## config.mk

```make
export PLATFORM = sky130hd
export DESIGN_NAME = alu_result_buf_flat
export DESIGN_NICKNAME = d
export VERILOG_FILES = /design/src/alu_pkg.sv /design/src/alu_if.sv /design/src/alu_result_buf.sv /design/src/flat_wrapper.sv
export SDC_FILE = /design/constraint.sdc
export NUM_CORES = 1
export LEC_CHECK = 0
export ABC_AREA = 0
export BUFFER_PORTS_ARGS = -buffer_cell sky130_fd_sc_hd__buf_2
export CAP_MARGIN = 20
export CORE_MARGIN = 8
export CORE_UTILIZATION = 55
export CTS_CLUSTER_SIZE = 40
export DETAILED_ROUTE_END_ITERATION = 10
export PLACE_DENSITY_LB_ADDON = 0.05
export SYNTH_ARGS = -nofsm -noshare
export SYNTH_HDL_FRONTEND = slang
export SYNTH_SLANG_ARGS = --single-unit
```

## constraint.sdc

```tcl
create_clock -name clk_i -period 8.2 [get_ports clk_i]
set_input_delay 0.82 -clock clk_i [delete_from_list [all_inputs] [get_ports clk_i]]
set_output_delay 0.82 -clock clk_i [all_outputs]
set_load 0.01 [all_outputs]
```

## src/alu_pkg.sv

```systemverilog
package alu_pkg;

  localparam int XLEN = 64;          // data width
  localparam int ISSUE_DEPTH = 4;    // also the upstream credit count at reset
  localparam int RESULT_DEPTH = 4;

  typedef logic [XLEN-1:0] alu_data_t;

  // sequence tag, follows each request through the unit
  typedef logic [3:0] alu_tag_t;

  // encoding matches the op column of the stimulus file
  typedef enum logic [4:0] {
    ALU_OP_ADD    = 5'd0,
    ALU_OP_SUB    = 5'd1,
    ALU_OP_AND    = 5'd2,
    ALU_OP_OR     = 5'd3,
    ALU_OP_XOR    = 5'd4,
    // shifts
    ALU_OP_SLL    = 5'd5,
    ALU_OP_SRL    = 5'd6,
    ALU_OP_SRA    = 5'd7,
    ALU_OP_SLLW   = 5'd8,
    ALU_OP_SRLW   = 5'd9,
    ALU_OP_SRAW   = 5'd10,
    // set-less-than
    ALU_OP_SLT    = 5'd11,
    ALU_OP_SLTU   = 5'd12,
    // branch compares
    ALU_OP_BEQ    = 5'd13,
    ALU_OP_BNE    = 5'd14,
    ALU_OP_BLT    = 5'd15,
    ALU_OP_BGE    = 5'd16,
    ALU_OP_BLTU   = 5'd17,
    ALU_OP_BGEU   = 5'd18,
    // multiplies
    ALU_OP_MUL    = 5'd19,
    ALU_OP_MULH   = 5'd20,
    ALU_OP_MULHSU = 5'd21,
    ALU_OP_MULHU  = 5'd22,
    ALU_OP_MULW   = 5'd23
  } alu_op_e;

endpackage

```

## src/alu_if.sv

```systemverilog


// core to result buffer
interface alu_rsp_if;
  import alu_pkg::*;

  logic      valid;
  alu_data_t result;
  logic      cmp;    // compare bit, zero for non-compare ops
  alu_tag_t  tag;

  modport src (output valid, output result, output cmp, output tag);
  modport dst (input valid, input result, input cmp, input tag);

endinterface

```

## src/alu_result_buf.sv

```systemverilog
`timescale 1ns/1ps

module alu_result_buf (
  input  logic               clk_i,
  input  logic               rst_n_i,
  alu_rsp_if.dst             rsp,
  output logic               slot_free_o,
  input  logic               out_credit_i,
  output logic               out_valid_o,
  output alu_pkg::alu_data_t out_result_o,
  output logic               out_cmp_o,
  output alu_pkg::alu_tag_t  out_tag_o
);
  import alu_pkg::*;

  localparam int PTR_W = $clog2(RESULT_DEPTH);
  localparam int CNT_W = $clog2(RESULT_DEPTH + 1);

  alu_data_t         res_q [RESULT_DEPTH];
  logic [RESULT_DEPTH-1:0] cmp_q;
  alu_tag_t          tag_q [RESULT_DEPTH];

  logic [PTR_W-1:0] wr_ptr;
  logic [PTR_W-1:0] rd_ptr;
  logic [CNT_W-1:0] count;
  logic [CNT_W-1:0] credit_cnt;  // writeback credits in hand
  logic             pop;

  assign pop = (count != '0) && (credit_cnt != '0);

  always_ff @(posedge clk_i) begin
    if (rsp.valid) begin
      res_q[wr_ptr] <= rsp.result;
      cmp_q[wr_ptr] <= rsp.cmp;
      tag_q[wr_ptr] <= rsp.tag;
    end
  end

  always_ff @(posedge clk_i) begin
    if (!rst_n_i) begin
      wr_ptr      <= '0;
      rd_ptr      <= '0;
      count       <= '0;
      credit_cnt  <= CNT_W'(RESULT_DEPTH);
      out_valid_o <= 1'b0;
    end else begin
      if (rsp.valid) begin
        wr_ptr <= (wr_ptr == PTR_W'(RESULT_DEPTH - 1)) ? '0 : wr_ptr + 1'b1;
      end
      if (pop) begin
        rd_ptr <= (rd_ptr == PTR_W'(RESULT_DEPTH - 1)) ? '0 : rd_ptr + 1'b1;
      end
      count       <= count + CNT_W'(rsp.valid) - CNT_W'(pop);
      credit_cnt  <= credit_cnt + CNT_W'(out_credit_i) - CNT_W'(pop);
      out_valid_o <= pop;  // one credit spent per result shown
    end
  end

  // output register, head loaded as it leaves the queue
  always_ff @(posedge clk_i) begin
    if (pop) begin
      out_result_o <= res_q[rd_ptr];
      out_cmp_o    <= cmp_q[rd_ptr];
      out_tag_o    <= tag_q[rd_ptr];
    end
  end

  // a slot frees in the same cycle its result is presented
  assign slot_free_o = out_valid_o;

endmodule

```

## src/flat_wrapper.sv

```systemverilog
// flat-port wrapper written by rule: the top's interface ports become plain ports
module alu_result_buf_flat import alu_pkg::*;
  (clk_i, rst_n_i, slot_free_o, out_credit_i, out_valid_o, out_result_o, out_cmp_o, out_tag_o, rsp_valid, rsp_result, rsp_cmp, rsp_tag);
  alu_rsp_if rsp_i ();
  input  logic clk_i;
  input  logic rst_n_i;
  output logic slot_free_o;
  input  logic out_credit_i;
  output logic out_valid_o;
  output alu_pkg::alu_data_t out_result_o;
  output logic out_cmp_o;
  output alu_pkg::alu_tag_t out_tag_o;
  input wire logic [$bits(rsp_i.valid)-1:0] rsp_valid;
  input wire logic [$bits(rsp_i.result)-1:0] rsp_result;
  input wire logic [$bits(rsp_i.cmp)-1:0] rsp_cmp;
  input wire logic [$bits(rsp_i.tag)-1:0] rsp_tag;
  assign rsp_i.valid = rsp_valid;
  assign rsp_i.result = rsp_result;
  assign rsp_i.cmp = rsp_cmp;
  assign rsp_i.tag = rsp_tag;
  alu_result_buf u_core (.clk_i(clk_i), .rst_n_i(rst_n_i), .rsp(rsp_i), .slot_free_o(slot_free_o), .out_credit_i(out_credit_i), .out_valid_o(out_valid_o), .out_result_o(out_result_o), .out_cmp_o(out_cmp_o), .out_tag_o(out_tag_o));
endmodule
```

==> results.cfg <==
[status]
status = complete, no violations

[sta]
hold_slack_ns = 0.531
period_needed_ns = 2.48
finalSetupTns_ns = 0
setup_violations = 0
slew_headroom_pct = 26.0
hold_viol_final = 0
worst_slew_pin_slew_ns = 1.11
rsz0062_at_grt = no
fmax_ghz = 0.403
finalCritPeriodShare_pct = 30.3
finalWorstSetupSlack_ns = 5.72
clock_skew_ns = 0.0117
drv_slew = 0

[placement]
preCtsSetupSlack_ns = 5.63
globalplace.congestion = 0.676
post-dp-hpwl_mm = 12.0
place_area_um2 = 13600
io_buffers = 143
dp.cells = 906

[die]
io_pins = 144
initial_core_util_pct = 55.9
die_y_um = 168
die-area_um2 = 28100
core_area_um2 = 22600
placementRows = 55
die_x_um = 168

[yosys]
synth.largest_area_cell = edfxtp_1
ys_warn_count = 0
synth_area_leaders = edfxtp_1 (82%), mux4_2 (12%), dfxtp_1 (1.7%), buf_6 (0.71%), ha_1 (0.69%)
synth_cell_types = 23
seq_area_frac_synth_pct = 83.6
synth_seq_cells = 356
synthCells = 494
synth_area_um2 = 12600
synth_top_area_share_pct = 81.9
syn_area_per_cell_um2 = 25.6
synth_nets = 576

[grt]
grtUsageMet1_pct = 20.5
use_met3_pct = 3.46
grt-ovfl-total = 0
grt_pass1_vias = 6048
grt_pass1_wl_mm = 34.0
grt.total_usage_pct = 15.9
gr-usage-met2_pct = 26.6
antenna_found_initial = 1
grt_max_degree = 72
grt-busiest-layer = met2

[worst_setup_path]
worstPathCellList = buf_4, mux4_2
cp-start-kind = register
critPathCapture = u_core.out_result_o[52]
required_ns = 8.43
critPathKind = reg2reg
cp-end-kind = register
rrSetupSlack_ns = 5.72
reg2reg_from = u_core.rd_ptr[0]
cp-startpoint = u_core.rd_ptr[0]
rr_endpoint = u_core.out_result_o[52]
crit_path_max_fanout = 37
cpMaxStageDelayCell = dfxtp_4
r2r_cells = 2
cp.arrival_ns = 2.71
critPathMaxStageDelay_ns = 0.83

[cts]
clk_pin_slew_worst_paths_ns = 0.06
clock_path_buffers = 3
cts_resized = 0
cts_tree = done
cts_setup_buffers = 0
ctsRootBufferMaster = clkbuf_16
cts_max_level = 2
cts_hold_buffers = 0
numCtsBuffers = 36
clk_latency_ns = 0.50
clock-sinks = 356

[pwr]
pwr-share-comb_pct = 19.9
p_switching_mw = 1.35
ir_drop_uv = 332
p_leak_nw = 5.01
swShare_pct = 26.2
power_frac_seq_pct = 50.8
clkPwrFrac_pct = 29.3
power_density_nw_per_um2 = 348
power_mw = 5.15
internal_power_mw = 3.80

[route]
drc = 0
first_pass_iters = 4
via_per_inst = 5.52
wl_mm = 22.0
routed-via-count = 5369
drt_iter0_drc = 260
wl_per_cell_um = 22.7
ant_nets = 0

[hold_path]
min_path_type = in2reg

[layout]
layout.nets = 745
fin_cells = 973
fin_util_pct = 65.4
fill_cells = 1498
area_delta_synth_final_pct = 17.0
final_area_um2 = 14800
drive_above_1_share_pct = 39.5
num_antenna_cells = 0

[flow_run]
cap_violations = 0
## cell usage after synthesis, drive strengths merged
master and instances:
dfxtp 11, nor2b 3, inv 5, nor2 2, mux2i 3, mux4 69, xnor2 4, nor3 2
clkbuf 2, nand2 7, o21ai 2, or4 1, or3 3, and2 8, ha 7, and3 1
edfxtp 345, fa 2, buf 16, a21boi 1
## worst min-delay path by stage
| stage | to | depth (start not counted) | startpoint | slack, ns |
|---|---|---|---|---|
| detailed placement | u_core.credit_cnt[2] | 2 | u_core.credit_cnt[1] | 0.56 |
| global placement | u_core.credit_cnt[2] | 2 | u_core.credit_cnt[1] | 0.52 |
| CTS | u_core.res_q[1][62] | 1 | rsp_result[62] | 0.51 |
| global route | u_core.res_q[0][0] | 1 | rsp_result[0] | 0.52 |
| floorplan | u_core.credit_cnt[2] | 2 | u_core.credit_cnt[1] | 0.50 |
| finish | u_core.res_q[1][62] | 1 | rsp_result[62] | 0.53 |
## sequential cells by signal (all words and copies together) (netlist names)
| register | count |
|---|---|
| u_core.res_q | 256 |
| u_core.out_result_o | 64 |
| u_core.tag_q | 16 |
| u_core.cmp_q | 4 |
| u_core.out_tag_o | 4 |
| u_core.count | 3 |
| u_core.credit_cnt | 3 |
| u_core.rd_ptr | 2 |
| u_core.wr_ptr | 2 |
| u_core.out_cmp_o | 1 |
| u_core.out_valid_o | 1 |
## area by class of cell
cell class,count,area [µm²],area share (%)
inverters,5,20.0,0.135
clock inverters,15,123,0.829
clock buffers,48,967,6.54
flip-flops and latches,356,10600,71.5
repair buffers,149,826,5.58
well taps,285,357,2.41
multi-input cells,115,1920,13.0
## power by group through the flow
| stage | registers (mW) | logic [mW] | clock network (mW) |
|---|---|---|---|
| CTS | 2.63 | 1.06 | 1.55 |
| finish | 2.62 | 1.02 | 1.51 |
| floorplan | 2.61 | 0.703 | 0 |
| detailed placement | 2.67 | 1.05 | 0 |
| global placement | 2.66 | 1.02 | 0 |
| global route | 2.66 | 1.12 | 1.62 |
## layout by cell type (no fill, tap or decap), drive strengths merged, types with 4 or more instances in the layout
master  count
and2        8
clkbuf     48
inv         4
buf       149
edfxtp    345
nand2       7
mux4       69
dfxtp      11
xnor2       4
clkinv     14
ha          7
## worst max-delay path, delay by kind of cell, from the launching register on
family | cells | cell delay (ns)
buffers and inverters | 1 | 0.73
flip-flops | 1 | 0.83
multiplexers | 1 | 0.60
## layer usage
metal | vias up | wire (µm)
li1 | 2417 | -
met1 | 2767 | 9100
met2 | 149 | 11300
met3 | 34 | 1300
met4 | 2 | 374
met5 | - | 13
## cells by family (layout without fill, tap and decap cells)
| group | Yosys count | after routing | share of synthesized area, % |
|---|---|---|---|
| XOR/XNOR | 4 | 4 | 0.277 |
| buffers and inverters | 23 | 217 | 1.26 |
| AND/OR/NAND/NOR | 27 | 27 | 1.15 |
| adder cells (fa/ha/maj) | 9 | 9 | 1.01 |
| flip-flops | 356 | 356 | 83.6 |
| AO/OA/AOI/OAI | 3 | 3 | 0.139 |
| multiplexers | 72 | 72 | 12.5 |
No activity file was read; power rests on OpenSTA's default activity.
