<file path="src/alu_pkg.sv">
package alu_pkg;

  localparam int XLEN = 64;          // data width
  localparam int ISSUE_DEPTH = 4;    // also the upstream credit count at reset
  localparam int RESULT_DEPTH = 4;

  typedef logic [XLEN-1:0] alu_data_t;

  // sequence tag, follows each request through the unit
  typedef logic [3:0] alu_tag_t;

  // encoding matches the op column of the stimulus file
  typedef enum logic [4:0] {
    ALU_OP_ADD    = 5'd0,
    ALU_OP_SUB    = 5'd1,
    ALU_OP_AND    = 5'd2,
    ALU_OP_OR     = 5'd3,
    ALU_OP_XOR    = 5'd4,
    // shifts
    ALU_OP_SLL    = 5'd5,
    ALU_OP_SRL    = 5'd6,
    ALU_OP_SRA    = 5'd7,
    ALU_OP_SLLW   = 5'd8,
    ALU_OP_SRLW   = 5'd9,
    ALU_OP_SRAW   = 5'd10,
    // set-less-than
    ALU_OP_SLT    = 5'd11,
    ALU_OP_SLTU   = 5'd12,
    // branch compares
    ALU_OP_BEQ    = 5'd13,
    ALU_OP_BNE    = 5'd14,
    ALU_OP_BLT    = 5'd15,
    ALU_OP_BGE    = 5'd16,
    ALU_OP_BLTU   = 5'd17,
    ALU_OP_BGEU   = 5'd18,
    // multiplies
    ALU_OP_MUL    = 5'd19,
    ALU_OP_MULH   = 5'd20,
    ALU_OP_MULHSU = 5'd21,
    ALU_OP_MULHU  = 5'd22,
    ALU_OP_MULW   = 5'd23
  } alu_op_e;

endpackage

</file>
<file path="src/alu_if.sv">
`timescale 1ns/1ps

// issue buffer to core, no ready: sender holds a result slot credit
interface alu_req_if;
  import alu_pkg::*;

  logic      valid;  // taken on every cycle it is high
  alu_op_e   op;
  alu_data_t a;
  alu_data_t b;
  alu_tag_t  tag;

  modport src (output valid, output op, output a, output b, output tag);
  modport dst (input valid, input op, input a, input b, input tag);

endinterface


</file>
<file path="src/alu_issue_buf.sv">
`timescale 1ns/1ps

module alu_issue_buf (
  input  logic               clk_i,
  input  logic               rst_n_i,
  input  logic               in_valid_i,
  input  alu_pkg::alu_op_e   in_op_i,
  input  alu_pkg::alu_data_t in_a_i,
  input  alu_pkg::alu_data_t in_b_i,
  input  alu_pkg::alu_tag_t  in_tag_i,
  output logic               in_credit_o,
  input  logic               slot_free_i,
  alu_req_if.src             req
);
  import alu_pkg::*;

  localparam int PTR_W = $clog2(ISSUE_DEPTH);
  localparam int CNT_W = $clog2(ISSUE_DEPTH + 1);
  localparam int SLOT_W = $clog2(RESULT_DEPTH + 1);

  alu_op_e   op_q  [ISSUE_DEPTH];
  alu_data_t a_q   [ISSUE_DEPTH];
  alu_data_t b_q   [ISSUE_DEPTH];
  alu_tag_t  tag_q [ISSUE_DEPTH];

  logic [PTR_W-1:0]  wr_ptr;
  logic [PTR_W-1:0]  rd_ptr;
  logic [CNT_W-1:0]  count;     // entries held
  logic [SLOT_W-1:0] slot_cnt;  // free result buffer slots
  logic              pop;

  // head goes out only against a result slot
  assign pop = (count != '0) && (slot_cnt != '0);

  // queue storage
  always_ff @(posedge clk_i) begin
    if (in_valid_i) begin
      op_q[wr_ptr]  <= in_op_i;
      a_q[wr_ptr]   <= in_a_i;
      b_q[wr_ptr]   <= in_b_i;
      tag_q[wr_ptr] <= in_tag_i;
    end
  end

  always_ff @(posedge clk_i) begin
    if (!rst_n_i) begin
      wr_ptr   <= '0;
      rd_ptr   <= '0;
      count    <= '0;
      slot_cnt <= SLOT_W'(RESULT_DEPTH);
    end else begin
      if (in_valid_i) begin
        wr_ptr <= (wr_ptr == PTR_W'(ISSUE_DEPTH - 1)) ? '0 : wr_ptr + 1'b1;
      end
      if (pop) begin
        rd_ptr <= (rd_ptr == PTR_W'(ISSUE_DEPTH - 1)) ? '0 : rd_ptr + 1'b1;
      end
      count    <= count + CNT_W'(in_valid_i) - CNT_W'(pop);
      slot_cnt <= slot_cnt + SLOT_W'(slot_free_i) - SLOT_W'(pop);
    end
  end

  assign req.valid = pop;
  assign req.op    = op_q[rd_ptr];
  assign req.a     = a_q[rd_ptr];
  assign req.b     = b_q[rd_ptr];
  assign req.tag   = tag_q[rd_ptr];

  assign in_credit_o = pop;  // freed entry goes back upstream

endmodule

</file>
<file path="src/flat_wrapper.sv">
// flat-port wrapper written by rule: the top's interface ports become plain ports
module alu_issue_buf_flat import alu_pkg::*;
  (clk_i, rst_n_i, in_valid_i, in_op_i, in_a_i, in_b_i, in_tag_i, in_credit_o, slot_free_i, req_valid, req_op, req_a, req_b, req_tag);
  alu_req_if req_i ();
  input  logic clk_i;
  input  logic rst_n_i;
  input  logic in_valid_i;
  input  alu_pkg::alu_op_e in_op_i;
  input  alu_pkg::alu_data_t in_a_i;
  input  alu_pkg::alu_data_t in_b_i;
  input  alu_pkg::alu_tag_t in_tag_i;
  output logic in_credit_o;
  input  logic slot_free_i;
  output wire logic [$bits(req_i.valid)-1:0] req_valid;
  output wire logic [$bits(req_i.op)-1:0] req_op;
  output wire logic [$bits(req_i.a)-1:0] req_a;
  output wire logic [$bits(req_i.b)-1:0] req_b;
  output wire logic [$bits(req_i.tag)-1:0] req_tag;
  assign req_valid = req_i.valid;
  assign req_op = req_i.op;
  assign req_a = req_i.a;
  assign req_b = req_i.b;
  assign req_tag = req_i.tag;
  alu_issue_buf u_core (.clk_i(clk_i), .rst_n_i(rst_n_i), .in_valid_i(in_valid_i), .in_op_i(in_op_i), .in_a_i(in_a_i), .in_b_i(in_b_i), .in_tag_i(in_tag_i), .in_credit_o(in_credit_o), .slot_free_i(slot_free_i), .req(req_i));
endmodule
</file>
<file path="config.mk">
export PLATFORM = sky130hd
export DESIGN_NAME = alu_issue_buf_flat
export DESIGN_NICKNAME = d
export VERILOG_FILES = /design/src/alu_pkg.sv /design/src/alu_if.sv /design/src/alu_issue_buf.sv /design/src/flat_wrapper.sv
export SDC_FILE = /design/constraint.sdc
export NUM_CORES = 1
export LEC_CHECK = 0
export BUFFER_PORTS_ARGS = -buffer_cell sky130_fd_sc_hd__buf_2
export CORE_UTILIZATION = 51
export CTS_CLUSTER_SIZE = 28
export DETAILED_ROUTE_END_ITERATION = 8
export HOLD_SLACK_MARGIN = 0.02
export PLACE_DENSITY = 0.82
export SYNTH_ARGS = -nofsm -noshare
export SYNTH_HDL_FRONTEND = slang
export SYNTH_SLANG_ARGS = --single-unit
</file>
<file path="constraint.sdc">
create_clock -name clk_i -period 4.3 [get_ports clk_i]
set_input_delay 0.43 -clock clk_i [delete_from_list [all_inputs] [get_ports clk_i]]
set_output_delay 0.43 -clock clk_i [all_outputs]
set_load 0.05 [all_outputs]
</file>
==> metrics.md, run 1 <==
| Metric | Value |
|---|---|
| Clock Skew | `~0.018 ns` |
| 1st-iter DRT viols | `about 600` |
| DRT Wirelength | `between 30000 and 40000 µm` |
| ANT nets after route | `0` |
| Simple-Gate Fraction of Synth Area | `0.00632` |
| Delay of the slowest critical-path stage | `roughly 0.65 ns` |
| Pwr dens | `roughly 670 mW/mm²` |
| # resized after CTS | `0` |
| Die Height | `roughly 200 µm` |
| Drt pass-1 iters | `6` |
| Core Area | `0.0390 mm²` |
| Gpl congestion | `~0.73` |
| Cell area after layout | `~0.024 mm²` |
| Largest net degree at the start of global routing | `~140` |
| Non-Filler Instances | `approximately 1700` |
| Largest family of logic cells by synthesized area | `multiplexers` |
| Buffers on Ports | `between 200 and 300` |
| Final hold slack | `0.0590 ns` |
| Post-synthesis cell type count | `22` |
| Hold path depth | `1` |
| Period minus WS final | `3.01 ns` |
| Worst min-delay path endpoint | `u_core.b_q[1][30]` |
| Via/cell ratio | `5.57` |
| Hold Path Origin | `in_b_i[30]` |
| Slew headroom | `0.321` |
| Post-synthesis mux area share | `0.153` |
| Synth Register Bits | `560` |
| CTS tree | `yes` |
| Syn_nets | `930` |
| Starting Density | `0.523` |
| Placement Cell Area | `0.0224 mm²` |
| Die X | `202 µm` |
| Initial antenna violation count | `8` |
| CP Class | `flip-flop to primary output` |
| Layout cell share with drive strength beyond 1 | `0.450` |
| Warnings, synthesis | `0` |
| Vias in the first global route | `just under 10000` |
| Gate Count Post-Synth | `between 700 and 800` |
| Fin. Hold Viols | `0` |
| Post-Synth XOR/XNOR Area | `0.00172` |
| DRC | `0` |
| Maximum clock rate | `about 330 MHz` |
| Finished Core Util | `0.622` |
| DP HPWL | `23200 µm` |
| Arr. time, crit path | `around 2.6 ns` |
| Full die area | `just over 0.04 mm²` |
| FP Rows | `between 70 and 80` |
| Cell breakdown of the critical path | `buf_4 > mux4_2 > buf_2` |
| Final setup TNS | `0 ns` |
| Mapped Area | `slightly above 0.02 mm²` |
| Placed Cells | `roughly 1600` |
| Critical Path Source Type | `flip-flop` |
| Leakage power | `8.18 nW` |
| Vias | `approximately 9300` |
| Clock Path Buffers | `3` |
| Clock sinks | `560` |
| Slew Viols, Final | `0` |
| Worst setup margin | `approximately 1.3 ns` |
| CP Capture Type | `primary output` |
| CTS HTree Levels | `2` |
| Clock Tree Root | `clkbuf_16` |
| First-pass GRT wire length | `about 58000 µm` |
| R2R Setup Slk | `roughly 2.2 ns` |
| Synth Area in Compound Gates | `0.00110` |
| TritonCTS buffer count | `54` |
| Slew @ Worst Pin | `1.02 ns` |
| Crit path required time | `3.87 ns` |
| Reg2reg path depth | `9` |
| Sequential cell area fraction in the yosys report | `0.819` |
| R2R Path End | `u_core.slot_cnt[2]` |
| Clk_lat worst skew | `0.58 ns` |
| Mean post-synth cell area | `around 26 µm²` |
| Worst hold path class | `input port to flip-flop` |
| Post-Synth Adder-Cell Area | `0.00626` |
| RR Startpoint | `u_core.slot_cnt[1]` |
| GRT overflow | `0` |
| Worst slack at placement | `1.84 ns` |
| VDD IR-drop max | `roughly 0.53 mV` |
| Critical-path top delay cell | `dfxtp_4` |
| Routed WL per cell | `between 20 and 25 µm` |
| Setup bufs post-CTS | `0` |
| Status | `finished clean` |
| Unrepaired setup endpoints after global routing | `no` |
| P&R area growth vs syn | `19.0%` |
| Worst Path Max Fanout | `24` |
| Clk pin slew, worst setup/hold paths | `approximately 0.06 ns` |
| IO Pins | `280` |
| Hold buffers post-CTS | `7` |
| Final net count | `1255` |
| Final Setup Violations | `0` |
| Final Total Pwr | `between 15 and 20 mW` |
| Max-cap violation count | `0` |
| GRT Util Overall | `0.191` |
| Fin crit share | `0.700` |
-- area by class of cell --
| cell class | instances | area, µm² |
|---|---|---|
| well taps | 518 | 648 |
| repair buffers | 301 | 1670 |
| multi-input cells | 183 | 3450 |
| flip-flops and latches | 560 | 16700 |
| diodes | 2 | 5.00 |
| clock inverters | 39 | 368 |
| inverters | 5 | 18.8 |
| clock buffers | 62 | 1400 |
| fillers | 2537 | 14700 |
-- cells in the final DEF, fill, tap and decap left out, types with 4 or more instances in the layout --
master         instances
and2_4                 4
inv_1                  5
buf_12                 7
buf_4                  8
dlygate4sd3_1          7
dfxtp_1               10
mux4_2               137
edfxtp_1             548
bufinv_16              7
and2_1                 4
clkbuf_16             55
clkinv_2              14
buf_2                279
clkinv_1              14
nand2_1                7
ha_1                   7
clkbuf_1               7
mux2i_1                4
-- cells by family after synthesis --
| kind of cell | Yosys count |
|---|---|
| adders and majority gates | 9 |
| xor gates and xnor gates | 4 |
| AOI/OAI and AO/OA | 4 |
| and+or+nand+nor | 25 |
| DFF | 560 |
| buffers and inverters | 37 |
| muxes | 141 |
-- registers in the layout (all words and copies together), names as in the netlist, named ones only --
name	count
u_core.a_q	256
u_core.b_q	256
u_core.op_q	20
u_core.tag_q	16
u_core.count	3
u_core.slot_cnt	3
u_core.rd_ptr	2
u_core.wr_ptr	2
-- cells in the mapped netlist (all sizes together) --
cell type	number	share of area
and2	8	0.0025
buf	30	0.011
clkbuf	2	0.00037
dfxtp	12	0.012
edfxtp	548	0.81
fa	2	0.0020
ha	7	0.0043
inv	5	0.00092
mux2i	4	0.0020
mux4	137	0.15
nand2	7	0.0013
nor2	3	0.00055
nor2b	3	0.00092
nor3	2	0.00049
o211ai	1	0.00037
o21ai	3	0.00074
or2	1	0.00031
or3	1	0.00031
xnor2	2	0.00086
xor2	2	0.00086
-- worst max-delay path, delay by kind of cell (launching register included) --
family | cells | cell delay (ns)
buffers and inverters | 2 | 0.73
flip-flops | 1 | 0.65
multiplexers | 1 | 0.61
-- per-layer routing --
| layer | GRT usage | vias to the layer above | routed length [µm] |
|---|---|---|---|
| met1 | 0.248 | 4857 | 14800 |
| li1 | - | 4018 | - |
| met5 | 0 | - | 84 |
| met3 | 0.0527 | 71 | 3030 |
| met4 | 0.0725 | 12 | 1020 |
| met2 | 0.309 | 338 | 19500 |
-- where the power goes --
group | switching [mW] | leakage (nW) | total (mW) | internal (mW)
combinational | 3.54 | 2.16 | 5.10 | 1.56
sequential | 0.165 | 5.13 | 6.46 | 6.29
clock | 1.92 | 0.879 | 4.67 | 2.76
total | 5.62 | 8.18 | 16.2 | 10.6
-- worst max-delay path by stage --
| stage | from | to | slack, ns |
|---|---|---|---|
| 6_report | flip-flop | req_a[42] | 1.29 |
| 4_1_cts | flip-flop | req_a[42] | 1.18 |
| 3_3_place_gp | flip-flop | req_b[29] | 1.90 |
| 3_5_place_dp | flip-flop | req_b[55] | 1.84 |
| 5_1_grt | flip-flop | req_a[42] | 1.10 |
| 2_1_floorplan | u_core.wr_ptr[0] | u_core.a_q[3][0] | 0.11 |
Note: power is estimated with default switching activity, not from simulation.
==> run 2: changes to the inputs <==
- CORE_UTILIZATION: 51 -> 55
- PLACE_DENSITY: 0.82 -> 0.84
- clock period: 4.3 -> 2.96 ns (I/O delays scaled with it)
==> run 2 against run 1 <==
Register-to-register slack lost 1.3 ns. Flip-flop and latch count unchanged. Power up 48%. Routed wire length is 7.8% higher. Clock power is 48% higher. Worst setup slack worse by 0.91 ns. Non-clock buffer count increased by 142. Largest power group unchanged.
==> metrics.md, run 2 (same netlist as run 1, synthesis figures left out) <==
| Metric | Value |
|---|---|
| Slew headroom | `0.509 (was 0.321)` |
| CTS tree | `yes (unchanged)` |
| Worst Path Max Fanout | `61 (was 24)` |
| Clock share of power | `0.288 (about the same)` |
| Placement Cell Area | `0.0226 mm² (was 0.0224 mm²)` |
| Unrepaired setup endpoints after global routing | `no (unchanged)` |
| Worst hold path class | `input port to flip-flop (unchanged)` |
| GRT overflow | `0 (unchanged)` |
| 1st-iter DRT viols | `596 (was 610)` |
| ANT nets after route | `0 (unchanged)` |
| Core Area | `0.0365 mm² (was 0.0390 mm²)` |
| Die X | `195 µm (was 202 µm)` |
| IO Pins | `280 (unchanged)` |
| Maximum clock rate | `387 MHz` |
| CP Capture Type | `primary output (unchanged)` |
| Max-cap violation count | `0 (unchanged)` |
| Die Height | `195 µm (was 202 µm)` |
| Full die area | `0.0378 mm² (was 0.0408 mm²)` |
| VDD IR-drop max | `0.732 mV (was 0.532 mV)` |
| R2R Path End | `u_core.slot_cnt[2] (unchanged)` |
| Slew Viols, Final | `0 (unchanged)` |
| Arr. time, crit path | `2.29 ns (was 2.58 ns)` |
| Hold path depth | `3 (was 1)` |
| Slew @ Worst Pin | `0.736 ns (was 1.02 ns)` |
| Status | `finished clean (unchanged)` |
| Fin crit share | `0.873` |
| Cell area after layout | `0.0257 mm² (was 0.0243 mm²)` |
| Routed WL per cell | `23.6 µm (was 23.0 µm)` |
| Clock Path Buffers | `3 (unchanged)` |
| Combinational Power Share | `0.322 (was 0.314)` |
| Leakage power | `8.82 nW (was 8.18 nW)` |
| P&R area growth vs syn | `26.3% (was 19.0%)` |
| Fillers | `2060 (was 2537)` |
| Clock Skew | `0.00997 ns (was 0.0177 ns)` |
| DP HPWL | `22500 µm (was 23200 µm)` |
| Critical Path Source Type | `flip-flop (unchanged)` |
| Period minus WS final | `2.58 ns` |
| Clk_lat worst skew | `0.58 ns (about the same)` |
| R2R Setup Slk | `0.84 ns (was 2.18 ns)` |
| CTS HTree Levels | `2 (unchanged)` |
| Reg2reg path depth | `9 (unchanged)` |
| Most frequent cells in the layout | `edfxtp_1 (548), buf_2 (279), dlygate4sd3_1 (138) (was edfxtp_1 (548), buf_2 (279), mux4_2 (137))` |
| Worst min-delay path endpoint | `u_core.slot_cnt[0] (was u_core.b_q[1][30])` |
| CP Class | `flip-flop to primary output (unchanged)` |
| GRT Util Overall | `0.224 (was 0.191)` |
| Sequential Power Share | `0.390 (was 0.398)` |
| Final hold slack | `0.0567 ns (was 0.0590 ns)` |
| Vias | `9875 (was 9296)` |
| Clk pin slew, worst setup/hold paths | `0.06 ns (about the same)` |
| Vias in the first global route | `10600 (was 9720)` |
| Via/cell ratio | `5.61 (was 5.57)` |
| RR Startpoint | `u_core.slot_cnt[1] (unchanged)` |
| Commonest non-fill, non-tap cell in the layout | `edfxtp_1 (unchanged)` |
| Crit path required time | `2.66 ns (was 3.87 ns)` |
| Fraction of power spent switching nets | `0.347 (was 0.346)` |
| Final setup TNS | `0 ns (unchanged)` |
| Final Setup Violations | `0 (unchanged)` |
| Drt pass-1 iters | `5 (was 6)` |
| Area of the multi-input gates | `0.00345 mm² (unchanged)` |
| Hold Path Origin | `slot_free_i (was in_b_i[30])` |
| DRT Wirelength | `41400 µm (was 38400 µm)` |
| Clock Tree Root | `clkbuf_16 (unchanged)` |
| Largest net degree at the start of global routing | `70 (was 138)` |
| Layout cell share with drive strength beyond 1 | `0.409 (was 0.450)` |
| Clock sinks | `560 (unchanged)` |
| Gpl congestion | `0.718 (was 0.733)` |
| Initial antenna violation count | `4 (was 8)` |
| Setup bufs post-CTS | `0 (unchanged)` |
| First-pass GRT wire length | `62800 µm (was 57900 µm)` |
| DRC | `0 (unchanged)` |
| FP Rows | `70 (was 72)` |
| Pwr dens | `933 mW/mm² (was 669 mW/mm²)` |
| Switching power total | `8.34 mW (was 5.62 mW)` |
| TritonCTS buffer count | `54 (unchanged)` |
| Internal power | `15.7 mW (was 10.6 mW)` |
| Starting Density | `0.558 (was 0.523)` |
| Final net count | `1397 (was 1255)` |
| Fin. Hold Viols | `0 (unchanged)` |
| Register area | `0.0167 mm² (unchanged)` |
| Buffers on Ports | `279 (unchanged)` |
| Top flop regs | `u_core.a_q: 256 flops, u_core.b_q: 256 flops, u_core.op_q: 20 flops (unchanged)` |
| Finished Core Util | `0.705 (was 0.622)` |
run 2: cell count changes in the layout (fill, tap and decap cells not counted), moves of 2 or more:
| cell | before | now |
|---|---|---|
| buf_12 | 7 | 17 |
| clkbuf_1 | 7 | 9 |
| clkbuf_16 | 55 | 57 |
| clkinv_1 | 14 | 10 |
| clkinv_2 | 14 | 11 |
| clkinv_4 | 2 | 0 |
| dlygate4sd3_1 | 7 | 138 |
run 2: critical path: stages (launching register included):
cell and delay (ns):
dfxtp_4 0.39, buf_12 0.40, mux4_2 0.60, buf_2 0.24
run 2: power by group through the flow:
stage / Clock [mW] / Sequential, mW / Combinational [mW]
floorplan: 0 / 9.39 / 6.09
global placement: 0 / 9.49 / 7.55
detailed placement: 0 / 9.53 / 7.58
CTS: 7.00 / 9.37 / 7.78
global route: 7.32 / 9.40 / 8.08
finish: 6.92 / 9.37 / 7.74
run 2: worst max-delay path by stage:
stage,slack [ns],end,startpoint
floorplan,0.28,u_core.a_q[3][0],u_core.wr_ptr[0]
finish,0.38,req_b[49],flip-flop
global route,0.26,req_b[49],flip-flop
CTS,0.29,req_b[8],flip-flop
detailed placement,0.86,u_core.slot_cnt[2],u_core.slot_cnt[1]
global placement,0.91,u_core.slot_cnt[2],u_core.slot_cnt[1]
run 2: stage by stage:
| step | total power, mW | setup WS (ns) | cells |
|---|---|---|---|
| 3_3_place_gp | 17.0 | 0.915 | 1521 |
| 5_1_grt | 24.8 | 0.256 | 1759 |
| 2_1_floorplan | 15.5 | 0.282 | 780 |
| 6_report | 24.0 | 0.375 | 1759 |
| 3_5_place_dp | 17.1 | 0.858 | 1521 |
| 4_1_cts | 24.2 | 0.293 | 1756 |
run 2: metal layers:
metal	vias up	track usage	routed length [µm]
met5	-	0	16
met4	2	0.0841	1290
met3	91	0.0514	3070
met2	422	0.380	21400
met1	5062	0.283	15700
li1	4298	-	-
run 2: timing repair:
item,CTS,global route
hold buffers,138,0
resized for setup,0,0
hold endpoints to repair,549,0
run 2: cell type report:
cell class                      instances  area share
Clock buffer                           66      0.0567
Antenna cell                            3    0.000292
Tap cell                              468      0.0227
Clock inverter                         31      0.0130
Timing Repair Buffer                  443       0.124
Sequential cell                       560       0.649
Multi-Input combinational cell        183       0.134
Inverter                                5    0.000729
==> run 3: changes to the inputs <==
- GPL_TIMING_DRIVEN: unset -> 0
==> run 3 against run 2 <==
Utilization down 0.11 points. Final cell count up 0.97%. Critical endpoint is now req_b[26]. Register-to-register slack about the same. Sequential power down 1%.
==> metrics.md, run 3 (same netlist as run 1, synthesis figures left out) <==
| Metric | Value |
|---|---|
| Status | `finished clean (unchanged)` |
| Routed WL per cell | `23.9 µm (was 23.6 µm)` |
| Switching power total | `8.42 mW (was 8.34 mW)` |
| Buf/Inv on CP | `3 (was 2)` |
| Most frequent CP cell | `buf_4` |
| CTS tree | `yes (unchanged)` |
| Final net count | `1413 (was 1397)` |
| Clock sinks | `560 (unchanged)` |
| Slew @ Worst Pin | `0.868 ns (was 0.736 ns)` |
| Critical Path Source Type | `flip-flop (unchanged)` |
| Combinational Power Share | `0.334 (was 0.322)` |
| Most frequent cells in the layout | `edfxtp_1 (548), buf_2 (293), dlygate4sd3_1 (139) (was edfxtp_1 (548), buf_2 (279), dlygate4sd3_1 (138))` |
| Clock Skew | `0.0179 ns (was 0.00997 ns)` |
| P&R area growth vs syn | `26.1% (was 26.3%)` |
| Hold Path Origin | `in_valid_i (was slot_free_i)` |
| GRT Util Overall | `0.231 (was 0.224)` |
| Largest net degree at the start of global routing | `52 (was 70)` |
| Buffers on Ports | `279 (unchanged)` |
| Final Setup Violations | `0 (unchanged)` |
| Layout cell share with drive strength beyond 1 | `0.409 (about the same)` |
| Critical-path top delay cell | `mux4_2 (unchanged)` |
| IO Pins | `280 (unchanged)` |
| Unrepaired setup endpoints after global routing | `no (unchanged)` |
| Core Area | `0.0365 mm² (unchanged)` |
| Fraction of power spent switching nets | `0.353 (was 0.347)` |
| Hold path depth | `3 (unchanged)` |
| Sequential Power Share | `0.388 (was 0.390)` |
| Pwr dens | `929 mW/mm² (was 933 mW/mm²)` |
| Crit path required time | `2.66 ns (about the same)` |
| Final hold slack | `0.115 ns (was 0.0567 ns)` |
| Setup bufs post-CTS | `0 (unchanged)` |
| First-pass GRT wire length | `64300 µm (was 62800 µm)` |
| Worst Path Max Fanout | `10 (was 61)` |
| Die X | `195 µm (unchanged)` |
| R2R Path End | `u_core.slot_cnt[2] (unchanged)` |
| Slew headroom | `0.422 (was 0.509)` |
| Initial antenna violation count | `3 (was 4)` |
| Die Height | `195 µm (unchanged)` |
| DP HPWL | `23900 µm (was 22500 µm)` |
| Worst hold path class | `input port to flip-flop (unchanged)` |
| Top flop regs | `u_core.a_q: 256 flops, u_core.b_q: 256 flops, u_core.op_q: 20 flops (unchanged)` |
| Slew Viols, Final | `0 (unchanged)` |
| DRT Wirelength | `42400 µm (was 41400 µm)` |
| Clock share of power | `0.278 (was 0.288)` |
| Max-cap violation count | `0 (unchanged)` |
| Clock Tree Root | `clkbuf_16 (unchanged)` |
| Vias in the first global route | `10800 (was 10600)` |
| Reg2reg path depth | `9 (unchanged)` |
| FP Rows | `70 (unchanged)` |
| Internal power | `15.5 mW (was 15.7 mW)` |
| Period minus WS final | `2.61 ns (was 2.58 ns)` |
| CP Capture Type | `primary output (unchanged)` |
| DRC | `0 (unchanged)` |
| VDD IR-drop max | `0.743 mV (was 0.732 mV)` |
| Clk_lat worst skew | `0.58 ns (about the same)` |
| Starting Density | `0.558 (unchanged)` |
| Clk pin slew, worst setup/hold paths | `0.06 ns (about the same)` |
| GRT overflow | `0 (unchanged)` |
| Leakage power | `8.84 nW (was 8.82 nW)` |
| Cell breakdown of the critical path | `buf_4 > buf_4 > mux4_2 > buf_2 (was buf_12 > mux4_2 > buf_2)` |
| Fillers | `2094 (was 2060)` |
| Arr. time, crit path | `2.32 ns (was 2.29 ns)` |
| Full die area | `0.0378 mm² (unchanged)` |
| 1st-iter DRT viols | `594 (was 596)` |
| CTS HTree Levels | `2 (unchanged)` |
| Vias | `9948 (was 9875)` |
| Fin. Hold Viols | `0 (unchanged)` |
| Fin crit share | `0.883 (was 0.873)` |
| Worst setup margin | `0.345 ns (was 0.375 ns)` |
| RR Startpoint | `u_core.slot_cnt[1] (unchanged)` |
| Worst path top cell family by delay | `buffers and inverters (unchanged)` |
| CP Class | `flip-flop to primary output (unchanged)` |
| Commonest non-fill, non-tap cell in the layout | `edfxtp_1 (unchanged)` |
| Drt pass-1 iters | `4 (was 5)` |
| Gpl congestion | `0.704 (was 0.718)` |
| Worst min-delay path endpoint | `u_core.wr_ptr[1] (was u_core.slot_cnt[0])` |
| Clock Path Buffers | `3 (unchanged)` |
| Worst slack at placement | `0.611 ns (was 0.858 ns)` |
| Maximum clock rate | `382 MHz (was 387 MHz)` |
| TritonCTS buffer count | `54 (unchanged)` |
| Delay of the slowest critical-path stage | `0.57 ns (was 0.60 ns)` |
| Via/cell ratio | `5.60 (was 5.61)` |
| ANT nets after route | `0 (unchanged)` |
| R2R Setup Slk | `0.85 ns (was 0.84 ns)` |
## run 3: changes by cell type in the layout (fill, tap and decap cells not counted), moves of 2 or more
cell	change
buf_6	+8
dfxtp_1	+2
buf_16	+6
bufinv_16	-2
clkbuf_16	-2
dfxtp_4	-2
buf_2	+14
buf_12	-14
clkinvlp_4	+2
clkinv_1	+7
clkinv_2	-4
## run 3: worst max-delay path by stage
| stage | endpoint | slack (ns) | cells past startpoint |
|---|---|---|---|
| final | req_b[26] | 0.35 | 4 |
| after detailed placement | req_b[48] | 0.61 | 4 |
| after CTS | req_b[32] | 0.25 | 4 |
| after floorplan | u_core.a_q[3][0] | 0.28 | 2 |
| after global routing | req_b[26] | 0.19 | 4 |
| after global placement | u_core.a_q[3][46] | -0.98 | 2 |
## run 3: what timing repair did
action	4_1_cts	5_1_grt
resized for setup	1	0
hold buffers	139	0
endpoints found under the setup margin	18	0
hold endpoints to repair	553	0
## run 3: final cells by class
cell class,count,area [µm²],share of cell area
flip-flops and latches,560,16700,0.650
inverters,5,18.8,0.000730
clock buffers,63,1410,0.0547
clock inverters,35,300,0.0117
diodes,3,7.51,0.000292
well taps,468,586,0.0228
multi-input cells,183,3450,0.134
repair buffers,427,3010,0.117
plain buffers,32,229,0.00891
## run 3: power groups by stage
stage | sequential (mW) | clock, mW | combinational, mW
2_1_floorplan | 9.39 | 0 | 6.09
3_3_place_gp | 9.43 | 0 | 7.71
3_5_place_dp | 9.42 | 0 | 7.82
4_1_cts | 9.26 | 6.71 | 8.02
5_1_grt | 9.29 | 7.05 | 8.33
6_report | 9.26 | 6.64 | 7.98
## run 3: per-stage QoR
stage	util	std cells	cell area, µm²	total power, mW	TNS, ns
finish	0.704	1776	25700	23.9	0
global route	0.704	1776	25700	24.7	0
CTS	0.704	1773	25700	24.0	0
detailed placement	0.619	1536	22600	17.2	0
global placement	0.612	1527	22400	17.1	-528.16
floorplan	-	780	20400	15.5	0
## run 3: tightest hold or removal path, stage by stage
cell	delay, ns
buf_2	0.17
mux2i_1	0.09
nor2b_1	0.10
## run 3: metal layers
metal,vias up,global-route usage,wire (µm)
met5,-,0,0
met1,5146,0.292,16000
met3,73,0.0528,3030
li1,4330,-,-
met4,0,0.0858,1240
met2,399,0.394,22200
